**src/source/ctrl_pkg.sv**
```systemverilog
`default_nettype none

package ctrl_pkg;

   // bus geometry.
   localparam int DATA_W = 8;    // register and bus data width.
   localparam int ADDR_W = 2;    // four registers.

   typedef logic [DATA_W-1:0] ctrl_data_t;   // one bus data word.
   typedef logic [ADDR_W-1:0] ctrl_addr_t;   // one register address.

   // register map.
   localparam ctrl_addr_t ADDR_STATUS = 2'd0;   // live status input.
   localparam ctrl_addr_t ADDR_FLAGS  = 2'd1;   // pattern plus sticky fault bits.
   localparam ctrl_addr_t ADDR_MISC   = 2'd2;   // general read/write register.
   localparam ctrl_addr_t ADDR_RESET  = 2'd3;   // block id on read, reset on write.

   // fixed values.
   localparam ctrl_data_t MISC_RESET = 8'h3e;
   localparam ctrl_data_t ID_VALUE   = 8'h5c;   // identifies the control block.

   // upper six bits of the flags register never change.
   localparam logic [DATA_W-3:0] FLAGS_PATTERN = 6'b110011;

   // reset pulse length in clock cycles, and the counter that times it.
   localparam int RESET_CYCLES = 4;
   localparam int RESET_CNT_W  = $clog2(RESET_CYCLES + 1);

   // one accepted bus cycle, as seen by the execute and result stages.
   typedef struct packed {
      logic       valid;   // high in the cycle the strobe is accepted.
      logic       we;      // write when set.
      ctrl_addr_t addr;
      ctrl_data_t data;    // write data, ignored on reads.
   } ctrl_req_t;

   // execute-stage state that the read mux needs.
   typedef struct packed {
      ctrl_data_t misc;
      logic       overflow;   // sticky fifo overflow.
      logic       underrun;   // sticky fifo underrun.
   } ctrl_regs_t;

endpackage

`default_nettype wire

```
**src/source/ctrl_bus_decode.sv**
```systemverilog
`timescale 1ns/1ps
`default_nettype none

// bus front end.
// a strobe is taken whenever cyc and stb are high and no ack is out,
// so a held strobe is served every second cycle.
module ctrl_bus_decode (
   input  wire logic                 clk_i,
   input  wire logic                 rst_i,
   input  wire logic                 cyc_i,
   input  wire logic                 stb_i,
   input  wire logic                 we_i,
   input  wire ctrl_pkg::ctrl_addr_t adr_i,
   input  wire ctrl_pkg::ctrl_data_t dat_i,
   output ctrl_pkg::ctrl_req_t       req_o,
   output logic                      ack_o
);

   logic ack_q;    // registered acknowledge.
   logic accept;   // acceptance in this cycle.

   // the one place where a bus cycle is judged accepted.
   assign accept = cyc_i && stb_i && !ack_q;

   // ack follows an acceptance by one cycle and then drops again.
   always_ff @(posedge clk_i) begin
      if (rst_i) begin
         ack_q <= 1'b0;
      end else begin
         ack_q <= accept;   // never high twice in a row.
      end
   end

   assign ack_o = ack_q;

   // request for the execute and result stages.
   // the fields follow the bus, valid says whether they count.
   always_comb begin
      req_o.valid = accept;
      req_o.we    = we_i;
      req_o.addr  = adr_i;   // register select.
      req_o.data  = dat_i;   // write data.
   end

endmodule

`default_nettype wire

```
**src/source/ctrl_read_result.sv**
```systemverilog
`timescale 1ns/1ps
`default_nettype none

// read data path.
// the addressed value is sampled at the accepting edge and is held
// on dat_o until the next accepted read.
module ctrl_read_result (
   input  wire logic                 clk_i,
   input  wire logic                 rst_i,
   input  wire ctrl_pkg::ctrl_req_t  req_i,
   input  wire logic                 status_i,
   input  wire ctrl_pkg::ctrl_regs_t regs_i,
   output ctrl_pkg::ctrl_data_t      dat_o
);

   import ctrl_pkg::*;

   ctrl_data_t rd_mux;    // value for the addressed register.
   ctrl_data_t dat_q;
   logic       rd_en;     // accepted read.

   assign rd_en = req_i.valid && !req_i.we;

   // read multiplexer.
   always_comb begin
      case (req_i.addr)
         ADDR_STATUS: rd_mux = {{(DATA_W-1){1'b0}}, status_i};   // live input.
         ADDR_FLAGS:  rd_mux = {FLAGS_PATTERN, regs_i.overflow, regs_i.underrun};
         ADDR_MISC:   rd_mux = regs_i.misc;
         ADDR_RESET:  rd_mux = ID_VALUE;   // reads back the block id.
         default:     rd_mux = '0;
      endcase
   end

   // output register, writes leave it alone.
   always_ff @(posedge clk_i) begin
      if (rst_i) begin
         dat_q <= '0;
      end else if (rd_en) begin
         dat_q <= rd_mux;
      end
   end

   assign dat_o = dat_q;

endmodule

`default_nettype wire

```
**src/source/ctrl_reg_bank.sv**
```systemverilog
`timescale 1ns/1ps
`default_nettype none

// misc register and the sticky fault flags.
// the flags latch short fifo faults so that a slow poll still sees them.
module ctrl_reg_bank (
   input  wire logic                clk_i,
   input  wire logic                rst_i,
   input  wire ctrl_pkg::ctrl_req_t req_i,
   input  wire logic                overflow_i,
   input  wire logic                underrun_i,
   output ctrl_pkg::ctrl_regs_t     regs_o
);

   import ctrl_pkg::*;

   ctrl_data_t misc_q;      // misc register contents.
   logic       ovf_q;       // sticky overflow.
   logic       udf_q;       // sticky underrun.
   logic       wr_misc;     // accepted write to misc.
   logic       wr_flags;    // accepted write to flags.
   logic       clr_ovf;
   logic       clr_udf;

   // write strobes per register.
   assign wr_misc  = req_i.valid && req_i.we && (req_i.addr == ADDR_MISC);
   assign wr_flags = req_i.valid && req_i.we && (req_i.addr == ADDR_FLAGS);

   // write-one-to-clear, bit 1 is overflow and bit 0 underrun.
   assign clr_ovf = wr_flags && req_i.data[1];
   assign clr_udf = wr_flags && req_i.data[0];

   // misc register.
   always_ff @(posedge clk_i) begin
      if (rst_i) begin
         misc_q <= MISC_RESET;
      end else if (wr_misc) begin
         misc_q <= req_i.data;   // whole byte is written.
      end
   end

   // sticky flags.
   // a fault in the same cycle as a clear keeps the bit set.
   always_ff @(posedge clk_i) begin
      if (rst_i) begin
         ovf_q <= 1'b0;
         udf_q <= 1'b0;
      end else begin
         ovf_q <= overflow_i || (ovf_q && !clr_ovf);
         udf_q <= underrun_i || (udf_q && !clr_udf);
      end
   end

   // state handed to the read mux.
   always_comb begin
      regs_o.misc     = misc_q;
      regs_o.overflow = ovf_q;
      regs_o.underrun = udf_q;
   end

endmodule

`default_nettype wire

```
**src/source/ctrl_reset_pulse.sv**
```systemverilog
`timescale 1ns/1ps
`default_nettype none

// system reset stretcher.
// downstream correlator logic gets a reset of guaranteed length,
// whether the request came from software or from the reset pin.
module ctrl_reset_pulse (
   input  wire logic                clk_i,
   input  wire logic                rst_i,
   input  wire ctrl_pkg::ctrl_req_t req_i,
   input  wire logic                reset_ni,
   output logic                     reset_o
);

   import ctrl_pkg::*;

   logic [RESET_CNT_W-1:0] cnt_q;    // cycles of pulse still to run.
   logic                   sw_trig;  // software reset request.
   logic                   cnt_busy;

   // a write to the reset register only fires with data bit 0 set.
   assign sw_trig = req_i.valid && req_i.we && (req_i.addr == ADDR_RESET)
                    && req_i.data[0];

   assign cnt_busy = (cnt_q != '0);

   // down-counter.
   // the trigger edge itself is the first pulse cycle, so software loads
   // one less than the pin, which starts counting on release.
   always_ff @(posedge clk_i) begin
      if (!reset_ni) begin
         cnt_q <= RESET_CNT_W'(RESET_CYCLES);   // pin holds the count full.
      end else if (rst_i) begin
         cnt_q <= '0;
      end else if (sw_trig) begin
         cnt_q <= RESET_CNT_W'(RESET_CYCLES - 1);   // a retrigger reloads.
      end else if (cnt_busy) begin
         cnt_q <= cnt_q - 1'b1;
      end
   end

   // registered pulse output.
   always_ff @(posedge clk_i) begin
      if (!reset_ni) begin
         reset_o <= 1'b1;   // external reset wins over everything.
      end else if (rst_i) begin
         reset_o <= 1'b0;
      end else begin
         reset_o <= sw_trig || cnt_busy;
      end
   end

endmodule

`default_nettype wire

```
**src/source/tart_ctrl.sv**
```systemverilog
`timescale 1ns/1ps
`default_nettype none

// control register block of the correlator front end.
// bus decode, then register and reset execution, then read data.
module tart_ctrl (
   input  wire logic                 clk_i,
   input  wire logic                 rst_i,
   input  wire logic                 cyc_i,
   input  wire logic                 stb_i,
   input  wire logic                 we_i,
   input  wire ctrl_pkg::ctrl_addr_t adr_i,
   input  wire ctrl_pkg::ctrl_data_t dat_i,
   output logic                      ack_o,
   output ctrl_pkg::ctrl_data_t      dat_o,
   input  wire logic                 status_i,
   input  wire logic                 overflow_i,
   input  wire logic                 underrun_i,
   input  wire logic                 reset_ni,
   output logic                      reset_o
);

   import ctrl_pkg::*;

   ctrl_req_t  req;    // accepted bus cycle.
   ctrl_regs_t regs;   // register state for reads.

   // decode.
   ctrl_bus_decode u_decode (
      .clk_i (clk_i),
      .rst_i (rst_i),
      .cyc_i (cyc_i),
      .stb_i (stb_i),
      .we_i  (we_i),
      .adr_i (adr_i),
      .dat_i (dat_i),
      .req_o (req),
      .ack_o (ack_o)
   );

   // execute.
   ctrl_reg_bank u_regs (
      .clk_i      (clk_i),
      .rst_i      (rst_i),
      .req_i      (req),
      .overflow_i (overflow_i),
      .underrun_i (underrun_i),
      .regs_o     (regs)
   );

   ctrl_reset_pulse u_reset (
      .clk_i    (clk_i),
      .rst_i    (rst_i),
      .req_i    (req),
      .reset_ni (reset_ni),
      .reset_o  (reset_o)    // system reset to the correlator.
   );

   // result.
   ctrl_read_result u_result (
      .clk_i    (clk_i),
      .rst_i    (rst_i),
      .req_i    (req),
      .status_i (status_i),
      .regs_i   (regs),
      .dat_o    (dat_o)
   );

endmodule

`default_nettype wire

```
**config.mk**
```make
export PLATFORM = sky130hd
export DESIGN_NAME = tart_ctrl
export DESIGN_NICKNAME = d
export VERILOG_FILES = /design/src/source/ctrl_pkg.sv /design/src/source/ctrl_bus_decode.sv /design/src/source/ctrl_read_result.sv /design/src/source/ctrl_reg_bank.sv /design/src/source/ctrl_reset_pulse.sv /design/src/source/tart_ctrl.sv
export SDC_FILE = /design/constraint.sdc
export NUM_CORES = 1
export LEC_CHECK = 0
export CAP_MARGIN = 25
export CELL_PAD_IN_SITES_DETAIL_PLACEMENT = 2
export CELL_PAD_IN_SITES_GLOBAL_PLACEMENT = 2
export CORE_MARGIN = 2
export CORE_UTILIZATION = 35
export DETAILED_ROUTE_END_ITERATION = 10
export DONT_BUFFER_PORTS = 1
export PLACE_DENSITY = 0.72
export SLEW_MARGIN = 20
export SYNTH_ARGS = -nofsm -noshare
export SYNTH_HDL_FRONTEND = slang
export SYNTH_SLANG_ARGS = --single-unit
```
**constraint.sdc**
```tcl
create_clock -name clk_i -period 1.5 [get_ports clk_i]
set_input_delay 0.225 -clock clk_i [delete_from_list [all_inputs] [get_ports clk_i]]
set_output_delay 0.225 -clock clk_i [all_outputs]
set_load 0.05 [all_outputs]
```
== Word level (Yosys, flattened, before mapping) ==
Cells that the tools add are included.

* Reduce and logical (&&, ||, !) cells: 24
* Bitwise operators: 1
* Equal/unequal tests: 3
* $add $sub $neg: 1
* Multiplexer cells: 5

{| class="wikitable"
|+ Operators with widths
! cell !! count
|-
| $pmux 8 s4 || 1
|-
| $logic_and 1x1->1 || 12
|-
| $mux 3 || 3
|-
| $reduce_bool 3->1 || 2
|-
| $eq 2x2->1 const B || 2
|-
| $logic_not 1->1 || 4
|-
| $logic_or 1x1->1 || 3
|-
| $sub 3x1->3 const B || 1
|-
| $eq 2x1->1 const B || 1
|-
| $logic_not 2->1 || 1
|-
| $reduce_bool 2->1 || 1
|-
| $reduce_or 2->1 || 1
|-
| $mux 1 || 1
|-
| $not 1->1 || 1
|}

* Word-level logic and storage cells: 42
* Output and inout bits: 10
* Bits of input ports: 19
* Flip-flop bits (word level): 23

== Depth between registers and ports, before layout ==
Gate-level depths: netlist of the first run.

* Depth after elaboration: 8
* Gate-level depth with buffers: 6

== By module ==
From an unflattened synthesis of the first run, not the netlist that was laid out.

* Cell total of the unflattened synthesis: 123
* Area total of the unflattened synthesis: 1,136.1 sq um

{| class="wikitable"
|+ By module, submodules not included
! module !! seq. area each (sq um) !! instances !! cells each !! area each (sq um)
|-
| ctrl_reg_bank || 200.2 || 1 || 47 || 450.4
|-
| ctrl_read_result || 160.2 || 1 || 39 || 344.1
|-
| ctrl_reset_pulse || 80.1 || 1 || 22 || 209.0
|-
| ctrl_bus_decode || 20.0 || 1 || 15 || 132.6
|}

== Worst setup path before layout of the first run ==
Ideal clock, no wire load.

* Kind: reg2reg
* Start: register u_decode.ack_q (netlist: u_decode.ack_o)
* End: register u_regs.misc_q[0]
* Buffers on the path: 1
* Stages on the path, launching flop included: 5
* Arrival time: 1.370 ns
* Setup time: 0.116 ns
* Setup slack: 0.014 ns
* Cells stage by stage: dfxtp_1 > and4b_1 > and2_1 > buf_4 > a31o_1

* Word-level cells in the longest chain between the ends: 4

{| class="wikitable"
|+ RTL lines
! item !! RTL line !! source
|-
| from (decl) || ctrl_bus_decode.sv:19 || <nowiki>logic ack_q;</nowiki>
|-
| from (signal assigned) || ctrl_bus_decode.sv:30 || <nowiki>ack_q <= accept;</nowiki>
|-
| $logic_not 1->1 || ctrl_bus_decode.sv:23 || <nowiki>assign accept = cyc_i && stb_i && !ack_q;</nowiki>
|-
| $logic_and 1x1->1 || ctrl_bus_decode.sv:23 ||
|-
| $logic_and 1x1->1 (2 in a row) || ctrl_reg_bank.sv:26 || <nowiki>assign wr_misc = req_i.valid && req_i.we && (req_i.addr == ADDR_MISC);</nowiki>
|-
| to (signal assigned) || ctrl_reg_bank.sv:38 || <nowiki>misc_q <= req_i.data;</nowiki>
|-
| to (decl) || ctrl_reg_bank.sv:17 || <nowiki>ctrl_data_t misc_q;</nowiki>
|}

No other way between the ends.
A chain may end at the register's enable or synchronous reset.

== Worst setup path in the final report of the first run ==
* Start: register u_reset.cnt_q[0]
* End: register u_reset.cnt_q[2]

* Word-level cells in the longest chain between the ends: 4

{| class="wikitable"
|+ RTL lines
! item !! RTL line !! source
|-
| from (decl) || ctrl_reset_pulse.sv:17 || <nowiki>logic [RESET_CNT_W-1:0] cnt_q;</nowiki>
|-
| from (signal assigned) || ctrl_reset_pulse.sv:32 || <nowiki>cnt_q <= RESET_CNT_W'(RESET_CYCLES);</nowiki>
|-
| from (signal assigned) || ctrl_reset_pulse.sv:36 || <nowiki>cnt_q <= RESET_CNT_W'(RESET_CYCLES - 1);</nowiki>
|-
| from (signal assigned) || ctrl_reset_pulse.sv:38 || <nowiki>cnt_q <= cnt_q - 1'b1;</nowiki>
|-
| $sub 3x1->3 || ctrl_reset_pulse.sv:38 ||
|-
| $mux 3 || ctrl_reset_pulse.sv:37 || <nowiki>end else if (cnt_busy) begin</nowiki>
|-
| $mux 3 || ctrl_reset_pulse.sv:35 || <nowiki>end else if (sw_trig) begin</nowiki>
|-
| $mux 3 || ctrl_reset_pulse.sv:33 || <nowiki>end else if (rst_i) begin</nowiki>
|}

Several ways; a longest one is shown, not always the timed one. The select of a mux whose other input is x is not followed.

==> impl_metrics.json, run 1 <==
{
  "status": "finished, final reports clean",
  "r2r-end": "u_reset.cnt_q[2]",
  "layout_commonest_cell": "dfxtp_1",
  "clock_path_buffers": 2,
  "synth_cell_types": 31,
  "grt_pass1_wl_um": 4670,
  "post_cts_buffers": 0,
  "final_max_slew_viol_count": 0,
  "leakagePower_nw": 0.473,
  "cts_tree": "done",
  "fp.dieW_um": 57.5,
  "die_h_um": 57.5,
  "antenna_found_initial": 0,
  "whs_ns": 0.0202,
  "r2r_start": "u_reset.cnt_q[0]",
  "portBuffers": 0,
  "avgViaCountPerCell": 5.53,
  "syn_area_um2": 1000,
  "drt_iter0_markers": 8,
  "routed_wl_um": 2730,
  "crit_fanout": 5,
  "die-area_um2": 3310,
  "switching_share_pct": 29.0,
  "cts-root-buf": "clkbuf_4",
  "setup_tns_ns": 0,
  "drcViolationCount": 0,
  "wl_per_cell_um": 18.3,
  "final_layout_size_suffix_gt1_share_pct": 13.6,
  "htreeDepth": 1,
  "core-area_um2": 2730,
  "relSlewSlack_pct": 65.9,
  "gp_congestion": 0.701,
  "fin_ws_ns": 0.144,
  "yosys_warnings": 0,
  "r2r_slack_ns": 0.14,
  "worst_pin_slew_ns": 0.511,
  "synth_ff_type": "dfxtp_1",
  "reg2regPathDepth": 6,
  "nNetsFinal": 140,
  "min_path_type": "input pin to flip-flop",
  "cts.clk_slew.worst_paths_ns": 0.13,
  "clock-sinks": 23,
  "p_comb_share_pct": 14.4,
  "vdd_drop_max_mv": 0.658,
  "setup_viol": 0,
  "min_from": "stb_i",
  "start_kind": "flip-flop",
  "layout_common_cells": "dfxtp_1 (23), a21oi_1 (14), inv_1 (11)",
  "path_class": "flip-flop to flip-flop",
  "required_ns": 1.72,
  "seq_power_share_pct": 60.1,
  "drv_cap": 0,
  "wl_met3_um": 84,
  "holdBufCountCts": 2,
  "antenna_left": 0,
  "vias": 824,
  "hold_viol": 0,
  "rsz0062_at_grt": "no",
  "n_antenna_cell": 0,
  "clkLatencyLatePin_ns": 0.31,
  "fin_crit_ns": 1.36,
  "async_reset_ff_share_pct": 0,
  "cts_made_buffers": 3,
  "fmax_ghz": 0.737,
  "wl_met1_um": 1160,
  "grt_pass1_vias": 948,
  "holdPathEnd": "u_decode.ack_o",
  "start_util_pct": 36.7,
  "yosysSeqAreaShare_pct": 45.9,
  "synth_seq_cells": 23,
  "finalCritPeriodShare_pct": 90.4,
  "netSwitchingPower_mw": 0.331,
  "endpoint_kind": "flip-flop",
  "power.density_nw_per_um2": 1030,
  "dp.cells": 143,
  "cp_data_arrival_time_ns": 1.58,
  "postSynthAreaPerCell_um2": 9.03,
  "postSynthNetCount": 132,
  "synth_edf_count": 0,
  "io_pins": 29,
  "area_delta_synth_final_pct": 10.2,
  "cts_resized": 0,
  "grtUsageTotal_pct": 18.7,
  "rows": 19,
  "syn_inst": 111,
  "dp_hpwl_um": 1990,
  "finClkSkew_ns": 0.00394,
  "grt_max_degree": 17,
  "grt_overflow_total": 0,
  "pwr-share-clk_pct": 25.6,
  "fin_cells": 149,
  "place_ws_ns": 0.145,
  "first_pass_iters": 4,
  "worstHoldPathCells": 2,
  "topRoutingLayerUsed": "met4",
  "internal_power_mw": 0.812,
  "wl_met2_um": 1460
}
## stage by stage
stage / total power [mW] / util (%) / cell area (um2)
3_5_place_dp: 0.860 / 38.7 / 1060
4_1_cts: 1.17 / 40.4 / 1100
2_1_floorplan: 0.825 / - / 1000
5_1_grt: 1.21 / 40.4 / 1100
3_3_place_gp: 0.846 / 38.7 / 1060
6_report: 1.14 / 40.4 / 1100
## worst max-delay path by stage
stage                      from               end  slack [ns]  cells past startpoint
2_1_floorplan    u_decode.ack_o  u_regs.misc_q[0]        0.01                      4
3_3_place_gp   u_reset.cnt_q[0]  u_reset.cnt_q[1]        0.25                      5
3_5_place_dp   u_reset.cnt_q[0]  u_reset.cnt_q[2]        0.15                      6
4_1_cts        u_reset.cnt_q[0]  u_reset.cnt_q[2]        0.13                      6
5_1_grt        u_reset.cnt_q[0]  u_reset.cnt_q[2]        0.02                      6
6_report       u_reset.cnt_q[0]  u_reset.cnt_q[2]        0.14                      6
## power by group through the flow
| stage | sequential, mW | combinational, mW | clock [mW] |
|---|---|---|---|
| finish | 0.686 | 0.164 | 0.292 |
| global route | 0.691 | 0.187 | 0.328 |
| CTS | 0.687 | 0.167 | 0.312 |
| detailed placement | 0.701 | 0.159 | 0 |
| global placement | 0.699 | 0.148 | 0 |
| floorplan | 0.715 | 0.110 | 0 |
## worst max-delay path, cell delays in order (launching register included)
cell     delay (ns)
dfxtp_1        0.37
inv_1          0.05
ha_1           0.20
ha_1           0.24
nand2_1        0.09
o21ai_0        0.09
a31o_1         0.23
## kinds of logic after synthesis
| family | share of synthesized area, % |
|---|---|
| muxes | 2.12 |
| and+or+nand+nor | 14.7 |
| xor gates and xnor gates | 0.874 |
| AOI/OAI and AO/OA | 24.2 |
| buffers and inverters | 9.61 |
| DFF | 45.9 |
| adders and majority gates | 2.50 |
## state kept, by name, summed over array words and instances (netlist names)
register / flops
u_regs.misc_q: 8
u_result.dat_o: 8
u_reset.cnt_q: 3
u_decode.ack_o: 1
u_regs.ovf_q: 1
u_regs.udf_q: 1
u_reset.reset_o: 1
## cell usage after synthesis (2+ instances only)
| cell type | number | area [um2] |
|---|---|---|
| dfxtp_1 | 23 | 460 |
| a21oi_1 | 14 | 70.1 |
| inv_1 | 11 | 41.3 |
| nand3_1 | 6 | 30.0 |
| o211ai_1 | 6 | 45.0 |
| buf_2 | 5 | 25.0 |
| nand2b_1 | 5 | 31.3 |
| a31o_1 | 4 | 35.0 |
| nor2_1 | 4 | 15.0 |
| a211oi_1 | 3 | 22.5 |
| a31oi_1 | 3 | 18.8 |
| nand2_1 | 3 | 11.3 |
| o21ai_1 | 3 | 15.0 |
| buf_4 | 2 | 15.0 |
| ha_1 | 2 | 25.0 |
| o21a_1 | 2 | 15.0 |
## layout make-up
type	count	area, um2
Fill cell	310	1630
Sequential cell	23	460
Multi-Input combinational cell	68	445
Timing Repair Buffer	11	87.6
Inverter	12	45.0
Tap cell	31	38.8
Clock buffer	3	22.5
Clock inverter	1	5.00
## layer usage
metal | GRT usage, % | up-vias
met3 | 2.27 | 2
met2 | 33.8 | 20
met1 | 22.8 | 400
met4 | 5.98 | 0
li1 | - | 402
met5 | 0 | -
Power figures use the tool's default switching activity.
==> run 2, diff against run 1 <==
--- a/config.mk
+++ b/config.mk
@@ -13,6 +13,7 @@
 export DETAILED_ROUTE_END_ITERATION = 10
 export DONT_BUFFER_PORTS = 1
 export PLACE_DENSITY = 0.72
+export RECOVER_POWER = 100
 export SLEW_MARGIN = 20
 export SYNTH_ARGS = -nofsm -noshare
 export SYNTH_HDL_FRONTEND = slang
==> run 2 against run 1 <==
Effect of this change: critical path depth did not move; sequential share of layout area rose by 0.77 points; register-to-register slack barely moved; largest power group unchanged; via count fell by 0.97%; count of clock-buffer cells in the layout did not move; hold slack got worse by 0.0045 ns; die area did not move; first-iteration DRC count did not move; total power fell by 0.31%; global-route usage did not move; worst setup slack got worse by 0.0038 ns.
==> impl_metrics.json, run 2 (synthesized netlist as in run 1, its figures left out) <==
{
  "status": "finished, final reports clean",
  "layout_commonest_cell": "dfxtp_1",
  "portBuffers": 0,
  "cts_tree": "done",
  "drcViolationCount": 0,
  "vdd_drop_max_mv": 0.656,
  "relSlewSlack_pct": 66.2,
  "cts_made_buffers": 3,
  "start_util_pct": 36.7,
  "required_ns": 1.72,
  "gp_congestion": 0.701,
  "die-area_um2": 3310,
  "cp_data_arrival_time_ns": 1.58,
  "fin_crit_ns": 1.36,
  "final_max_slew_viol_count": 0,
  "nNetsFinal": 140,
  "layout_common_cells": "dfxtp_1 (23), a21oi_1 (14), inv_1 (11)",
  "rsz0062_at_grt": "no",
  "clock-sinks": 23,
  "clkLatencyLatePin_ns": 0.31,
  "antenna_left": 0,
  "reg2regPathDepth": 6,
  "r2r_start": "u_reset.cnt_q[0]",
  "grt_max_degree": 17,
  "fmax_ghz": 0.735,
  "wl_per_cell_um": 18.3,
  "dp_hpwl_um": 1990,
  "fin_ws_ns": 0.140,
  "first_pass_iters": 4,
  "setup_tns_ns": 0,
  "finalCritPeriodShare_pct": 90.7,
  "dp.cells": 143,
  "grt_pass1_vias": 948,
  "grtUsageTotal_pct": 18.7,
  "path_class": "flip-flop to flip-flop",
  "fp.dieW_um": 57.5,
  "finClkSkew_ns": 0.00209,
  "area_delta_synth_final_pct": 8.24,
  "die_h_um": 57.5,
  "cts-root-buf": "clkbuf_4",
  "antenna_found_initial": 0,
  "post_cts_buffers": 0,
  "grt_pass1_wl_um": 4670,
  "rows": 19,
  "io_pins": 29,
  "endpoint_kind": "flip-flop",
  "setup_viol": 0,
  "crit_fanout": 5,
  "final_layout_size_suffix_gt1_share_pct": 11.9,
  "holdPathEnd": "u_decode.ack_o",
  "hold_viol": 0,
  "power.density_nw_per_um2": 1050,
  "vias": 816,
  "cts.clk_slew.worst_paths_ns": 0.13,
  "routed_wl_um": 2720,
  "core-area_um2": 2730,
  "worst_pin_slew_ns": 0.506,
  "clock_path_buffers": 2,
  "start_kind": "flip-flop",
  "place_ws_ns": 0.145,
  "min_from": "stb_i",
  "n_antenna_cell": 0,
  "avgViaCountPerCell": 5.48,
  "fin_cells": 149,
  "drt_iter0_markers": 8,
  "drv_cap": 0,
  "worstHoldPathCells": 2,
  "htreeDepth": 1,
  "leakagePower_nw": 0.461,
  "grt_overflow_total": 0,
  "r2r-end": "u_reset.cnt_q[2]",
  "r2r_slack_ns": 0.14,
  "min_path_type": "input pin to flip-flop"
}
==> run 2: cell types whose count changed in the layout (fill, tap and decap cells not counted), sizes merged <==
cell    delta
clkbuf     +7
buf        -7
==> run 2: layout make-up <==
cell class	count	area (um2)
clock buffers	3	22.5
repair buffers	11	67.6
well taps	31	38.8
clock inverters	1	5.00
fillers	310	1650
inverters	12	45.0
flip-flops and latches	23	460
multi-input cells	68	445
==> run 2: per-layer routing <==
layer / global-route usage, % / wire length, um / vias up
met5: 0 / 0 / -
met4: 5.98 / 31 / 0
met3: 2.27 / 73 / 4
met2: 33.8 / 1480 / 16
met1: 22.8 / 1140 / 394
li1: - / - / 402
==> run 2: report_power, final <==
group / switching (mW) / internal (mW) / total, mW
Sequential: 0.0448 / 0.641 / 0.686
Combinational: 0.0931 / 0.0649 / 0.158
Clock: 0.195 / 0.0997 / 0.295
==> run 2: worst max-delay path by stage <==
stage	from	cells after the start	end	slack (ns)
5_1_grt	u_reset.cnt_q[0]	6	u_reset.cnt_q[2]	0.02
6_report	u_reset.cnt_q[0]	6	u_reset.cnt_q[2]	0.14
3_3_place_gp	u_reset.cnt_q[0]	5	u_reset.cnt_q[1]	0.25
2_1_floorplan	u_decode.ack_o	4	u_regs.misc_q[0]	0.01
3_5_place_dp	u_reset.cnt_q[0]	6	u_reset.cnt_q[2]	0.15
4_1_cts	u_reset.cnt_q[0]	6	u_reset.cnt_q[2]	0.13
==> run 2: through the flow <==
step	power, mW	hold WS (ns)	util (%)	area, um2
final	1.14	0.0157	39.7	1080
after global routing	1.20	0.00999	39.7	1080
after CTS	1.17	0.00485	40.4	1100
after detailed placement	0.860	0.300	38.7	1060
after global placement	0.846	0.296	38.7	1060
after floorplan	0.825	0.333	-	1000
==> run 2: repair_timing <==
action,CTS,global route
hold buffers,2,0
endpoints found under the hold margin,7,0
gates resized for setup,0,0
==> run 2: critical path, cell delays in order (launching register included) <==
cell     delay (ns)
dfxtp_1        0.37
inv_1          0.05
ha_1           0.20
ha_1           0.24
nand2_1        0.09
o21ai_0        0.09
a31o_1         0.24
